--- src/verilog/decodePkg.sv ---
// Encodings follow the ARM-style core; branch and other unlisted classes decode as no-op
package decodePkg;

  localparam int dataWidth = 32;
  localparam int regAddrWidth = 4;
  localparam int regCount = 2 ** regAddrWidth;
  localparam int offsetWidth = 12; // Low field of both instruction views

  // ALU encoding of the execute stage
  typedef enum logic [3:0] {
    opAdd   = 4'b0000,
    opAdc   = 4'b0001,
    opSub   = 4'b0010,
    opSbc   = 4'b0011,
    opRsb   = 4'b0100,
    opRsc   = 4'b0101,
    opAnd   = 4'b0110,
    opOrr   = 4'b0111,
    opEor   = 4'b1000,
    opPassA = 4'b1001, // Also the no-op code
    opMov   = 4'b1010,
    opMvn   = 4'b1011,
    opBic   = 4'b1100
  } aluOpT;

  // Data-processing opcodes as encoded in bits 24:21
  localparam logic [3:0] dpAnd = 4'b0000;
  localparam logic [3:0] dpEor = 4'b0001;
  localparam logic [3:0] dpSub = 4'b0010;
  localparam logic [3:0] dpRsb = 4'b0011;
  localparam logic [3:0] dpAdd = 4'b0100;
  localparam logic [3:0] dpAdc = 4'b0101;
  localparam logic [3:0] dpSbc = 4'b0110;
  localparam logic [3:0] dpRsc = 4'b0111;
  localparam logic [3:0] dpOrr = 4'b1100;
  localparam logic [3:0] dpMov = 4'b1101;
  localparam logic [3:0] dpBic = 4'b1110;
  localparam logic [3:0] dpMvn = 4'b1111;

  typedef enum logic [1:0] {
    amRotImm   = 2'b00,
    amReg      = 2'b01,
    amImm12    = 2'b10,
    amShiftReg = 2'b11
  } addrModeT;

  typedef enum logic [1:0] {
    fwdNone = 2'b00, // Register file
    fwdWb   = 2'b01,
    fwdEx   = 2'b10,
    fwdMem  = 2'b11
  } fwdSelT;

  typedef enum logic [2:0] {
    clsDpShift = 3'b000,
    clsDpImm   = 3'b001,
    clsLsImm   = 3'b010,
    clsLsReg   = 3'b011
  } instrClassT;

  typedef struct packed {
    logic [3:0] cond;
    instrClassT instrClass;
    logic [3:0] opcode;
    logic sBit;
    logic [regAddrWidth-1:0] rn;
    logic [regAddrWidth-1:0] rd;
    logic [offsetWidth-1:0] operand2;
  } dataProcT;

  typedef struct packed {
    logic [3:0] cond;
    instrClassT instrClass;
    logic pBit;
    logic uBit; // Add offset when set
    logic bBit; // Byte access
    logic wBit;
    logic lBit; // Load when set
    logic [regAddrWidth-1:0] rn;
    logic [regAddrWidth-1:0] rd;
    logic [offsetWidth-1:0] offset12;
  } loadStoreT;

  typedef union packed {
    dataProcT dataProc;
    loadStoreT loadStore;
  } instrWordT;

endpackage
--- src/verilog/decodeCtrlIf.sv ---
// Control bundle of one decoded instruction; no handshake, valid travels separately
`timescale 1ns/10ps

interface decodeCtrlIf import decodePkg::*; ();

  aluOpT aluOp;
  addrModeT addrMode;
  logic setFlags;
  logic loadInstr;
  logic rfEnable;
  logic memSize; // Byte when high
  logic memWrite;
  logic memEnable;

  modport source (
    output aluOp, addrMode, setFlags, loadInstr,
    output rfEnable, memSize, memWrite, memEnable
  );

  modport sink (
    input aluOp, addrMode, setFlags, loadInstr,
    input rfEnable, memSize, memWrite, memEnable
  );

endinterface

--- src/verilog/decodeStage.sv ---
// Decode stage only; later stages drive the ex/mem/wb ports, upstream must replay on stall
`timescale 1ns/10ps

module decodeStage import decodePkg::*; (
  input logic Clk,
  input logic reset,
  input logic [dataWidth-1:0] instr,
  input logic instrValid,
  input logic [regAddrWidth-1:0] exRd,
  input logic exRfEnable,
  input logic exLoad,
  input logic [dataWidth-1:0] exResult,
  input logic [regAddrWidth-1:0] memRd,
  input logic memRfEnable,
  input logic [dataWidth-1:0] memResult,
  input logic [regAddrWidth-1:0] wbRd,
  input logic wbWrite,
  input logic [dataWidth-1:0] wbData,
  output logic stall,
  output logic issueValid,
  output aluOpT issueAluOp,
  output addrModeT issueAddrMode,
  output logic issueSetFlags,
  output logic issueLoad,
  output logic issueRfEnable,
  output logic issueMemSize,
  output logic issueMemWrite,
  output logic issueMemEnable,
  output logic [dataWidth-1:0] issueOpA,
  output logic [dataWidth-1:0] issueOpB,
  output logic [dataWidth-1:0] issueOpD,
  output logic [regAddrWidth-1:0] issueRd,
  output logic [offsetWidth-1:0] issueImm12
);

  instrWordT instrWord;
  fwdSelT fwdSelA;
  fwdSelT fwdSelB;
  logic [dataWidth-1:0] rawA;
  logic [dataWidth-1:0] rawB;
  logic [dataWidth-1:0] rawD;

  decodeCtrlIf ctrlBus ();

  assign instrWord = instr;

  controlDecoder u_controlDecoder (
    .instr (instrWord),
    .ctrl  (ctrlBus.source)
  );

  hazardUnit u_hazardUnit (
    .instr       (instrWord),
    .instrValid  (instrValid),
    .exRd        (exRd),
    .exRfEnable  (exRfEnable),
    .exLoad      (exLoad),
    .memRd       (memRd),
    .memRfEnable (memRfEnable),
    .wbRd        (wbRd),
    .wbWrite     (wbWrite),
    .fwdSelA     (fwdSelA),
    .fwdSelB     (fwdSelB),
    .stall       (stall)
  );

  registerFile u_registerFile (
    .Clk      (Clk),
    .rdAddrA  (instrWord.dataProc.rn),
    .rdAddrB  (instrWord.dataProc.operand2[regAddrWidth-1:0]), // Rm
    .rdAddrD  (instrWord.dataProc.rd),
    .wrAddr   (wbRd),
    .wrEnable (wbWrite),
    .wrData   (wbData),
    .rdDataA  (rawA),
    .rdDataB  (rawB),
    .rdDataD  (rawD)
  );

  issueRegister u_issueRegister (
    .Clk            (Clk),
    .reset          (reset),
    .ctrl           (ctrlBus.sink),
    .instr          (instrWord),
    .instrValid     (instrValid),
    .stall          (stall),
    .fwdSelA        (fwdSelA),
    .fwdSelB        (fwdSelB),
    .rawA           (rawA),
    .rawB           (rawB),
    .rawD           (rawD),
    .exResult       (exResult),
    .memResult      (memResult),
    .wbData         (wbData),
    .issueValid     (issueValid),
    .issueAluOp     (issueAluOp),
    .issueAddrMode  (issueAddrMode),
    .issueSetFlags  (issueSetFlags),
    .issueLoad      (issueLoad),
    .issueRfEnable  (issueRfEnable),
    .issueMemSize   (issueMemSize),
    .issueMemWrite  (issueMemWrite),
    .issueMemEnable (issueMemEnable),
    .issueOpA       (issueOpA),
    .issueOpB       (issueOpB),
    .issueOpD       (issueOpD),
    .issueRd        (issueRd),
    .issueImm12     (issueImm12)
  );

endmodule

--- src/verilog/issueRegister.sv ---
// One ID/EX slot, no hold; a stall or idle cycle issues a bubble, operand B is Rm unforwarded
`timescale 1ns/10ps

module issueRegister import decodePkg::*; (
  input logic Clk,
  input logic reset,
  decodeCtrlIf.sink ctrl,
  input instrWordT instr,
  input logic instrValid,
  input logic stall,
  input fwdSelT fwdSelA,
  input fwdSelT fwdSelB,
  input logic [dataWidth-1:0] rawA,
  input logic [dataWidth-1:0] rawB,
  input logic [dataWidth-1:0] rawD,
  input logic [dataWidth-1:0] exResult,
  input logic [dataWidth-1:0] memResult,
  input logic [dataWidth-1:0] wbData,
  output logic issueValid,
  output aluOpT issueAluOp,
  output addrModeT issueAddrMode,
  output logic issueSetFlags,
  output logic issueLoad,
  output logic issueRfEnable,
  output logic issueMemSize,
  output logic issueMemWrite,
  output logic issueMemEnable,
  output logic [dataWidth-1:0] issueOpA,
  output logic [dataWidth-1:0] issueOpB,
  output logic [dataWidth-1:0] issueOpD,
  output logic [regAddrWidth-1:0] issueRd,
  output logic [offsetWidth-1:0] issueImm12
);

  logic issueNow;

  function automatic logic [dataWidth-1:0] selectOperand(input fwdSelT sel,
                                                         input logic [dataWidth-1:0] raw);
    logic [dataWidth-1:0] value;
    case (sel)
      fwdEx: value = exResult;
      fwdMem: value = memResult;
      fwdWb: value = wbData; // Write port of this same cycle
      default: value = raw;
    endcase
    return value;
  endfunction

  assign issueNow = instrValid && !stall;

  always_ff @(posedge Clk) begin
    if (reset || !issueNow) begin
      issueValid <= 1'b0;
      issueAluOp <= opPassA;
      issueAddrMode <= amReg;
      issueSetFlags <= 1'b0;
      issueLoad <= 1'b0;
      issueRfEnable <= 1'b0;
      issueMemSize <= 1'b0;
      issueMemWrite <= 1'b0;
      issueMemEnable <= 1'b0;
    end else begin
      issueValid <= 1'b1;
      issueAluOp <= ctrl.aluOp;
      issueAddrMode <= ctrl.addrMode;
      issueSetFlags <= ctrl.setFlags;
      issueLoad <= ctrl.loadInstr;
      issueRfEnable <= ctrl.rfEnable;
      issueMemSize <= ctrl.memSize;
      issueMemWrite <= ctrl.memWrite;
      issueMemEnable <= ctrl.memEnable;
    end
  end

  always_ff @(posedge Clk) begin
    issueOpA <= selectOperand(fwdSelA, rawA);
    issueOpB <= rawB;
    issueOpD <= selectOperand(fwdSelB, rawD);
    issueRd <= instr.dataProc.rd;
    issueImm12 <= instr.dataProc.operand2;
  end

  assert property (@(posedge Clk) disable iff (reset) !(issueMemWrite && issueLoad));

endmodule

--- src/verilog/registerFile.sv ---
// No reset, contents are undefined until written; reads are combinational and see old data
`timescale 1ns/10ps

module registerFile import decodePkg::*; (
  input logic Clk,
  input logic [regAddrWidth-1:0] rdAddrA,
  input logic [regAddrWidth-1:0] rdAddrB,
  input logic [regAddrWidth-1:0] rdAddrD,
  input logic [regAddrWidth-1:0] wrAddr,
  input logic wrEnable,
  input logic [dataWidth-1:0] wrData,
  output logic [dataWidth-1:0] rdDataA,
  output logic [dataWidth-1:0] rdDataB,
  output logic [dataWidth-1:0] rdDataD
);

  logic [dataWidth-1:0] regs [regCount];
  logic [regCount-1:0] wrSel;

  // One-hot load enable per register
  always_comb begin
    wrSel = '0;
    if (wrEnable) begin
      wrSel[wrAddr] = 1'b1;
    end
  end

  for (genvar i = 0; i < regCount; i++) begin : genRegs
    always_ff @(posedge Clk) begin
      if (wrSel[i]) begin
        regs[i] <= wrData;
      end
    end
  end

  assign rdDataA = regs[rdAddrA];
  assign rdDataB = regs[rdAddrB];
  assign rdDataD = regs[rdAddrD];

endmodule

--- src/verilog/hazardUnit.sv ---
// Forwards rn into operand A and rd into operand D; the Rm operand is never forwarded
`timescale 1ns/10ps

module hazardUnit import decodePkg::*; (
  input instrWordT instr,
  input logic instrValid,
  input logic [regAddrWidth-1:0] exRd,
  input logic exRfEnable,
  input logic exLoad,
  input logic [regAddrWidth-1:0] memRd,
  input logic memRfEnable,
  input logic [regAddrWidth-1:0] wbRd,
  input logic wbWrite,
  output fwdSelT fwdSelA,
  output fwdSelT fwdSelB,
  output logic stall
);

  logic [regAddrWidth-1:0] srcA;
  logic [regAddrWidth-1:0] srcB;

  // Youngest producer wins
  function automatic fwdSelT pickSource(input logic [regAddrWidth-1:0] src);
    fwdSelT sel;
    if (exRfEnable && (exRd == src)) begin
      sel = fwdEx;
    end else if (memRfEnable && (memRd == src)) begin
      sel = fwdMem;
    end else if (wbWrite && (wbRd == src)) begin
      sel = fwdWb;
    end else begin
      sel = fwdNone;
    end
    return sel;
  endfunction

  assign srcA = instr.dataProc.rn;
  assign srcB = instr.dataProc.rd; // Same bits in the load/store view

  always_comb begin
    fwdSelA = pickSource(srcA);
    fwdSelB = pickSource(srcB);
  end

  // Load result not ready until MEM, hold the instruction one cycle
  assign stall = instrValid && exLoad && ((exRd == srcA) || (exRd == srcB));

endmodule

--- src/verilog/controlDecoder.sv ---
// Purely combinational; condition field is ignored and compare opcodes decode as no-op
`timescale 1ns/10ps

module controlDecoder import decodePkg::*; (
  input instrWordT instr,
  decodeCtrlIf.source ctrl
);

  aluOpT dpAluOp;
  logic dpDefined;

  // Opcode field to ALU code
  always_comb begin
    dpDefined = 1'b1;
    case (instr.dataProc.opcode)
      dpAnd: dpAluOp = opAnd;
      dpEor: dpAluOp = opEor;
      dpSub: dpAluOp = opSub;
      dpRsb: dpAluOp = opRsb;
      dpAdd: dpAluOp = opAdd;
      dpAdc: dpAluOp = opAdc;
      dpSbc: dpAluOp = opSbc;
      dpRsc: dpAluOp = opRsc;
      dpOrr: dpAluOp = opOrr;
      dpMov: dpAluOp = opMov;
      dpBic: dpAluOp = opBic;
      dpMvn: dpAluOp = opMvn;
      default: begin
        dpAluOp = opPassA;
        dpDefined = 1'b0; // TST, TEQ, CMP, CMN
      end
    endcase
  end

  always_comb begin
    ctrl.aluOp = opPassA;
    ctrl.addrMode = amReg;
    ctrl.setFlags = 1'b0;
    ctrl.loadInstr = 1'b0;
    ctrl.rfEnable = 1'b0;
    ctrl.memSize = 1'b0;
    ctrl.memWrite = 1'b0;
    ctrl.memEnable = 1'b0;

    case (instr.dataProc.instrClass)
      clsDpShift, clsDpImm: begin
        if (dpDefined) begin
          ctrl.aluOp = dpAluOp;
          ctrl.addrMode = (instr.dataProc.instrClass == clsDpImm) ? amRotImm : amShiftReg;
          ctrl.setFlags = instr.dataProc.sBit;
          ctrl.rfEnable = 1'b1;
        end
      end

      clsLsImm, clsLsReg: begin
        // Address is rn plus or minus the offset
        ctrl.aluOp = instr.loadStore.uBit ? opAdd : opSub;
        ctrl.addrMode = (instr.loadStore.instrClass == clsLsImm) ? amImm12 : amShiftReg;
        ctrl.loadInstr = instr.loadStore.lBit;
        ctrl.memWrite = ~instr.loadStore.lBit;
        ctrl.memSize = instr.loadStore.bBit;
        ctrl.memEnable = 1'b1;
        ctrl.rfEnable = 1'b1;
      end

      default: begin
        // Branches and unused classes keep the no-op bundle
        ctrl.aluOp = opPassA;
      end
    endcase
  end

endmodule

--- config.mk ---
export PLATFORM = sky130hd
export DESIGN_NAME = decodeStage
export DESIGN_NICKNAME = d
export VERILOG_FILES = /design/src/verilog/decodePkg.sv /design/src/verilog/decodeCtrlIf.sv /design/src/verilog/decodeStage.sv /design/src/verilog/issueRegister.sv /design/src/verilog/registerFile.sv /design/src/verilog/hazardUnit.sv /design/src/verilog/controlDecoder.sv
export SDC_FILE = /design/constraint.sdc
export NUM_CORES = 1
export LEC_CHECK = 0
export BUFFER_PORTS_ARGS = -buffer_cell sky130_fd_sc_hd__buf_4
export CAP_MARGIN = 10
export CORE_MARGIN = 2
export CORE_UTILIZATION = 35
export CTS_BUF_LIST = sky130_fd_sc_hd__clkbuf_4 sky130_fd_sc_hd__clkbuf_8
export CTS_CLUSTER_SIZE = 12
export DETAILED_ROUTE_END_ITERATION = 6
export PLACE_DENSITY = 0.6
export SLEW_MARGIN = 0
export SYNTH_ARGS = -nofsm -noshare
export SYNTH_HDL_FRONTEND = slang
export SYNTH_SLANG_ARGS = --single-unit
export TNS_END_PERCENT = 1
--- constraint.sdc ---
create_clock -name Clk -period 8.2 [get_ports Clk]
set_input_delay 1.64 -clock Clk [delete_from_list [all_inputs] [get_ports Clk]]
set_output_delay 1.64 -clock Clk [all_outputs]
set_load 0.1 [all_outputs]
=== Yosys cells after proc, flatten, opt, wreduce, memory -nomap -nowiden ===
Memory sizes are Yosys's and may differ from the RTL's. A register that Yosys moved wholly into a read port is not among the register bits.
Index checks and enable logic that the tools add are counted.

* Multiplexer cells: 101
* Bitwise operators: 4
* Equal/unequal tests: 26
* Reductions and logical operators: 36
* Magnitude comparators: 2

{| class="wikitable"
|+ Operator list
! cell !! number
|-
| $mux W32 || 15
|-
| $reduce_or A32 Y1 || 15
|-
| $pmux W32 S3 || 2
|-
| $mux W4 || 16
|-
| $mux W1 || 55
|-
| $pmux W4 S12 || 1
|-
| $eq A4 B4 Y1 || 6
|-
| $eq A4 B3 Y1 const B || 4
|-
| $eq A4 B4 Y1 const B || 4
|-
| $mux W16 || 1
|-
| $mux W2 || 7
|-
| $reduce_or A12 Y1 || 1
|-
| $logic_and A1 B1 Y1 || 10
|-
| $eq A2 B2 Y1 const B || 4
|-
| $eq A4 B2 Y1 const B || 2
|-
| $pmux W4 S2 || 1
|-
| $eq A3 B2 Y1 const B || 2
|-
| $reduce_or A2 Y1 || 3
|-
| $lt A4 B5 Y1 const B || 1
|-
| $demux W1 S4 || 1
|-
| $eq A2 B1 Y1 const B || 2
|-
| $eq A4 B1 Y1 const B || 1
|-
| $ge A4 B1 Y1 const B || 1
|-
| $logic_not A4 Y1 || 1
|-
| 8 further kinds || 13
|}

* Memories: 1
* Output and inout bits: 126
* Word-level logic and storage cells: 183
* RAM bits: 512
* Input bits: 147
* Flip-flop bits (word level): 93

{| class="wikitable"
|+ Memory list
! name !! words !! width !! read ports !! clocked after Yosys merged registers in !! write ports !! RTL line !! source
|-
| u_registerFile.regs || 16 || 32 || 3 || 1 || 1 || registerFile.sv:17 || <nowiki>logic [dataWidth-1:0] regs [regCount];</nowiki>
|}

=== Logic depth before layout (Yosys ltp) ===
* Word-level depth: 23
* Gate-level depth with buffers: 8
* Gate-level depth less buffers: 5

=== By module ===
From an unflattened synthesis, not the netlist that was laid out.

* Cells, all modules: 1,652
* Area, all modules: 31,452.7 um^2

{| class="wikitable"
|+ Modules (own cells, without submodules)
! module !! area each (um^2) !! sequential area each (um^2) !! instances !! cells each
|-
| registerFile || 26,615.5 || 15,374.7 || 1 || 1,348
|-
| issueRegister || 4,277.9 || 2,502.4 || 1 || 221
|-
| hazardUnit || 342.8 || 0.0 || 1 || 43
|-
| controlDecoder || 216.5 || 0.0 || 1 || 40
|}

=== Least setup slack after synthesis ===
No wires, ideal clock.

* Path kind: input to output
* Start: input port instr[14]
* End: output port stall
* Setup slack: 3,299 ps
* Path buffers: 1
* Stages on the path: 5
* Required time: 6,560 ps
* Arrival: 3,261 ps
* Cell sequence: buf_2 xnor2_1 nand4_2 a21boi_1 and2_1

* Word-level cells in the longest chain between the ends: 3

{| class="wikitable"
|+ RTL lines
! item !! RTL line !! source
|-
| start: declaration || decodeStage.sv:7 || <nowiki>input logic [dataWidth-1:0] instr,</nowiki>
|-
| $eq A4 B4 Y1 || hazardUnit.sv:46 || <nowiki>assign stall = instrValid && exLoad && ((exRd == srcA) || (exRd == srcB));</nowiki>
|-
| $logic_or A1 B1 Y1 || hazardUnit.sv:46 ||
|-
| $logic_and A1 B1 Y1 || hazardUnit.sv:46 ||
|-
| end: declaration || decodeStage.sv:19 || <nowiki>output logic stall,</nowiki>
|}

No other way between the ends.

=== Final worst setup path ===
* Start: input port instr[16]
* End: output port stall

The elaborated chain is that of the path after synthesis.

==> flow_metrics.tcl <==
set metrics [dict create \
    avgSynthCellArea_um2 17.8 \
    clkLatencyLatePin_ns 0.78 \
    synth.largest_area_cell "edfxtp_1" \
    fin_crit_sh_pct 64.2 \
    cts_tree "built" \
    min_path_cells 2 \
    htree_num_levels 3 \
    coreArea_mm2 0.0900 \
    drt_iter0_drc 2503 \
    p_per_area_mw_per_mm2 223 \
    fin_tns_setup_ns 0 \
    fin_area_mm2 0.0372 \
    cts_hold_repair.buffers 0 \
    arrival_ns 3.63 \
    clk_pin_slew_ns 0.06 \
    nets 2185 \
    port_buffers 268 \
    synthArstFlopShare_pct 0 \
    rsz0062_at_grt "no" \
    cp_max_fo 44 \
    io_pins 273 \
    r2r_start "u_registerFile.regs[15][16]" \
    synth_warnings 0 \
    reg2reg_slack_ns 6.56 \
    drv_slew 0 \
    r2r_cells 2 \
    clock_path_buffers 3 \
    synth_top_area_share_pct 48.3 \
    synthTopCellsByArea "edfxtp_1 48%, mux4_2 29%, dfxtp_1 7.9%" \
    finalSetupViolCount 0 \
    synth_edf_count 512 \
    vias 20603 \
    viasPerCell 6.23 \
    drive_above_1_share_pct 44.3 \
    start_util_pct 35.3 \
    routed_wl_um 104000 \
    grt_max_degree 89 \
    ctsResizeCount 0 \
    grt_pass1_vias 21289 \
    final_util_pct 41.3 \
    synth-seq-area-share_pct 56.2 \
    dr.pass1.iters 6 \
    drtAntennaViolNets 0 \
    fmax_ghz 0.190 \
    rows 110 \
    fin_crit_ns 5.27 \
    drcViolationCount 0 \
    die_height_um 305 \
    fin_worst_skew_ns 0.0506 \
    leakage_uw 0.0124 \
    pre_cts_slack_ns 2.92 \
    numCtsBuffers 110 \
    critPathKind "input pin to output port" \
    finalHoldViolCount 0 \
    die-area_mm2 0.0933 \
    syn_area_mm2 0.0318 \
    synth.distinct_cells 40 \
    grt_pass1_wl_um 148000 \
    timing.hold.ws_ns 0.815 \
    min_path_type "flop to flop" \
    gp_congestion 0.789 \
    area_delta_synth_final_pct 17.0 \
    antenna_found_initial 11 \
    layout_setup_ws_ns 2.93 \
    synth_fp_nets 1930 \
    cp.required_ns 6.56 \
    die_w_um 305 \
    grt_overflow_total 0 \
    post-cts-setup-buffers 0 \
    cap_viol_max_count 0 \
    tightest_slew_ns 1.14 \
    min_from "u_registerFile.regs[7][27]" \
    startpoint_type "input pin" \
    grt_usage_pct 22.0 \
    status "complete, no violations" \
    ir_drop_v 0.000113 \
    wire_per_inst_um 31.5 \
    ys.flop_type "edfxtp_1" \
    syn_inst 1783 \
    r2r_end "u_issueRegister.issueOpB[16]" \
    max-slew-margin-rel_pct 23.9 \
    holdPathEnd "u_issueRegister.issueOpB[27]" \
    root_buffer "clkbuf_8" \
    ys_ff_latch 637 \
    dp_hpwl_um 60100 \
    placedInstanceArea_mm2 0.0349 \
    clock_sinks 637 \
    critical_path.endpoint_type "output port" \
]
[report_power, final]
group          switching [µW]  internal, µW  total, µW
registers                61.5          3630       3690
clock network            1370          1620       3000
logic                    1120           494       1610
total                    2550          5750       8300
[synthesized netlist by cell type (3+ instances only)]
cell       number
edfxtp_1      512
mux4_2        414
nand2_1       134
a22oi_1       128
dfxtp_1       125
clkbuf_1       78
o21ai_0        70
a2bb2oi_1      63
o22a_1         63
buf_2          42
buf_4          24
buf_6          19
nor2_1         19
xor2_1         14
xnor2_1        11
buf_1           8
and2_1          7
nor2b_1         7
nor3_1          7
a21oi_1         3
inv_1           3
nand2b_1        3
nand3_1         3
o21a_1          3
[layout make-up]
class | count | area [µm²]
fill | 8065 | 52800
timing repair buffer | 314 | 2390
clock buffer | 160 | 1950
multi-input combinational | 972 | 13200
sequential | 637 | 17900
tap | 1176 | 1470
antenna | 2 | 5.00
inverter | 3 | 11.3
clock inverter | 43 | 319
[registers in the layout, indices dropped and copies added (netlist names)]
signal and count:
u_issueRegister.issueLoad 1, u_issueRegister.issueOpD 32, u_issueRegister.issueOpB 32, u_issueRegister.issueImm12 12
u_registerFile.regs 512, u_issueRegister.issueRd 4, u_issueRegister.issueMemSize 1, u_issueRegister.issueMemEnable 1
u_issueRegister.issueOpA 32, u_issueRegister.issueAddrMode 2, u_issueRegister.issueAluOp 4, u_issueRegister.issueValid 1
u_issueRegister.issueRfEnable 1, u_issueRegister.issueMemWrite 1, u_issueRegister.issueSetFlags 1
[how the worst max path moves through the flow]
stage / start / end / slack (ns) / cells after the start
after floorplan: instr[14] / stall / 3.30 / 5
after global placement: instr[16] / stall / 2.94 / 6
after detailed placement: instr[16] / stall / 2.92 / 6
after CTS: instr[16] / stall / 2.91 / 6
after global routing: instr[16] / stall / 2.74 / 6
final: instr[16] / stall / 2.93 / 6
[worst max-delay path: stages]
cell,delay (ns)
clkbuf_8,0.52
xnor2_1,0.22
nand4_2,0.14
a21boi_1,0.55
and2_1,0.21
buf_4,0.28
[cells in the final DEF (no fill, tap or decap), types with 3 or more instances in the layout]
master	count
a21oi_1	3
a22oi_1	128
a2bb2oi_1	63
and2_1	7
buf_4	310
bufinv_16	3
clkbuf_4	41
clkbuf_8	122
clkinv_1	21
clkinv_2	11
dfxtp_1	125
edfxtp_1	512
inv_1	3
mux4_2	414
nand2_1	132
nand2b_1	3
nand3_1	3
nor2_1	5
nor2_4	14
nor2b_1	3
nor2b_4	4
nor3_1	3
nor3_2	5
o21a_1	3
o21ai_0	70
o22a_1	63
xnor2_1	11
xor2_1	14
[metal layers]
metal,GRT usage (%),routed length (µm),vias to the layer above
met5,0,58,-
met2,34.9,49100,1358
met3,4.87,10800,259
met4,9.78,4160,10
li1,-,-,8200
met1,29.2,40200,10776
[logic make-up (layout without fill, tap and decap cells)]
family,count (synthesis),count (layout),synth area share (%)
simple gates,191,191,2.68
xor+xnor,25,25,0.688
buf+inv,174,520,2.95
compound gates,340,340,8.00
mux,416,416,29.5
flops,637,637,56.2
other cells,0,2,0
[metrics by stage]
step | power, µW | instances
after global routing | 8580 | 3306
after floorplan | 4900 | 1783
final | 8300 | 3307
after CTS | 8380 | 3305
after global placement | 5350 | 3102
after detailed placement | 5370 | 3102
(Power assumes the default switching activity.)
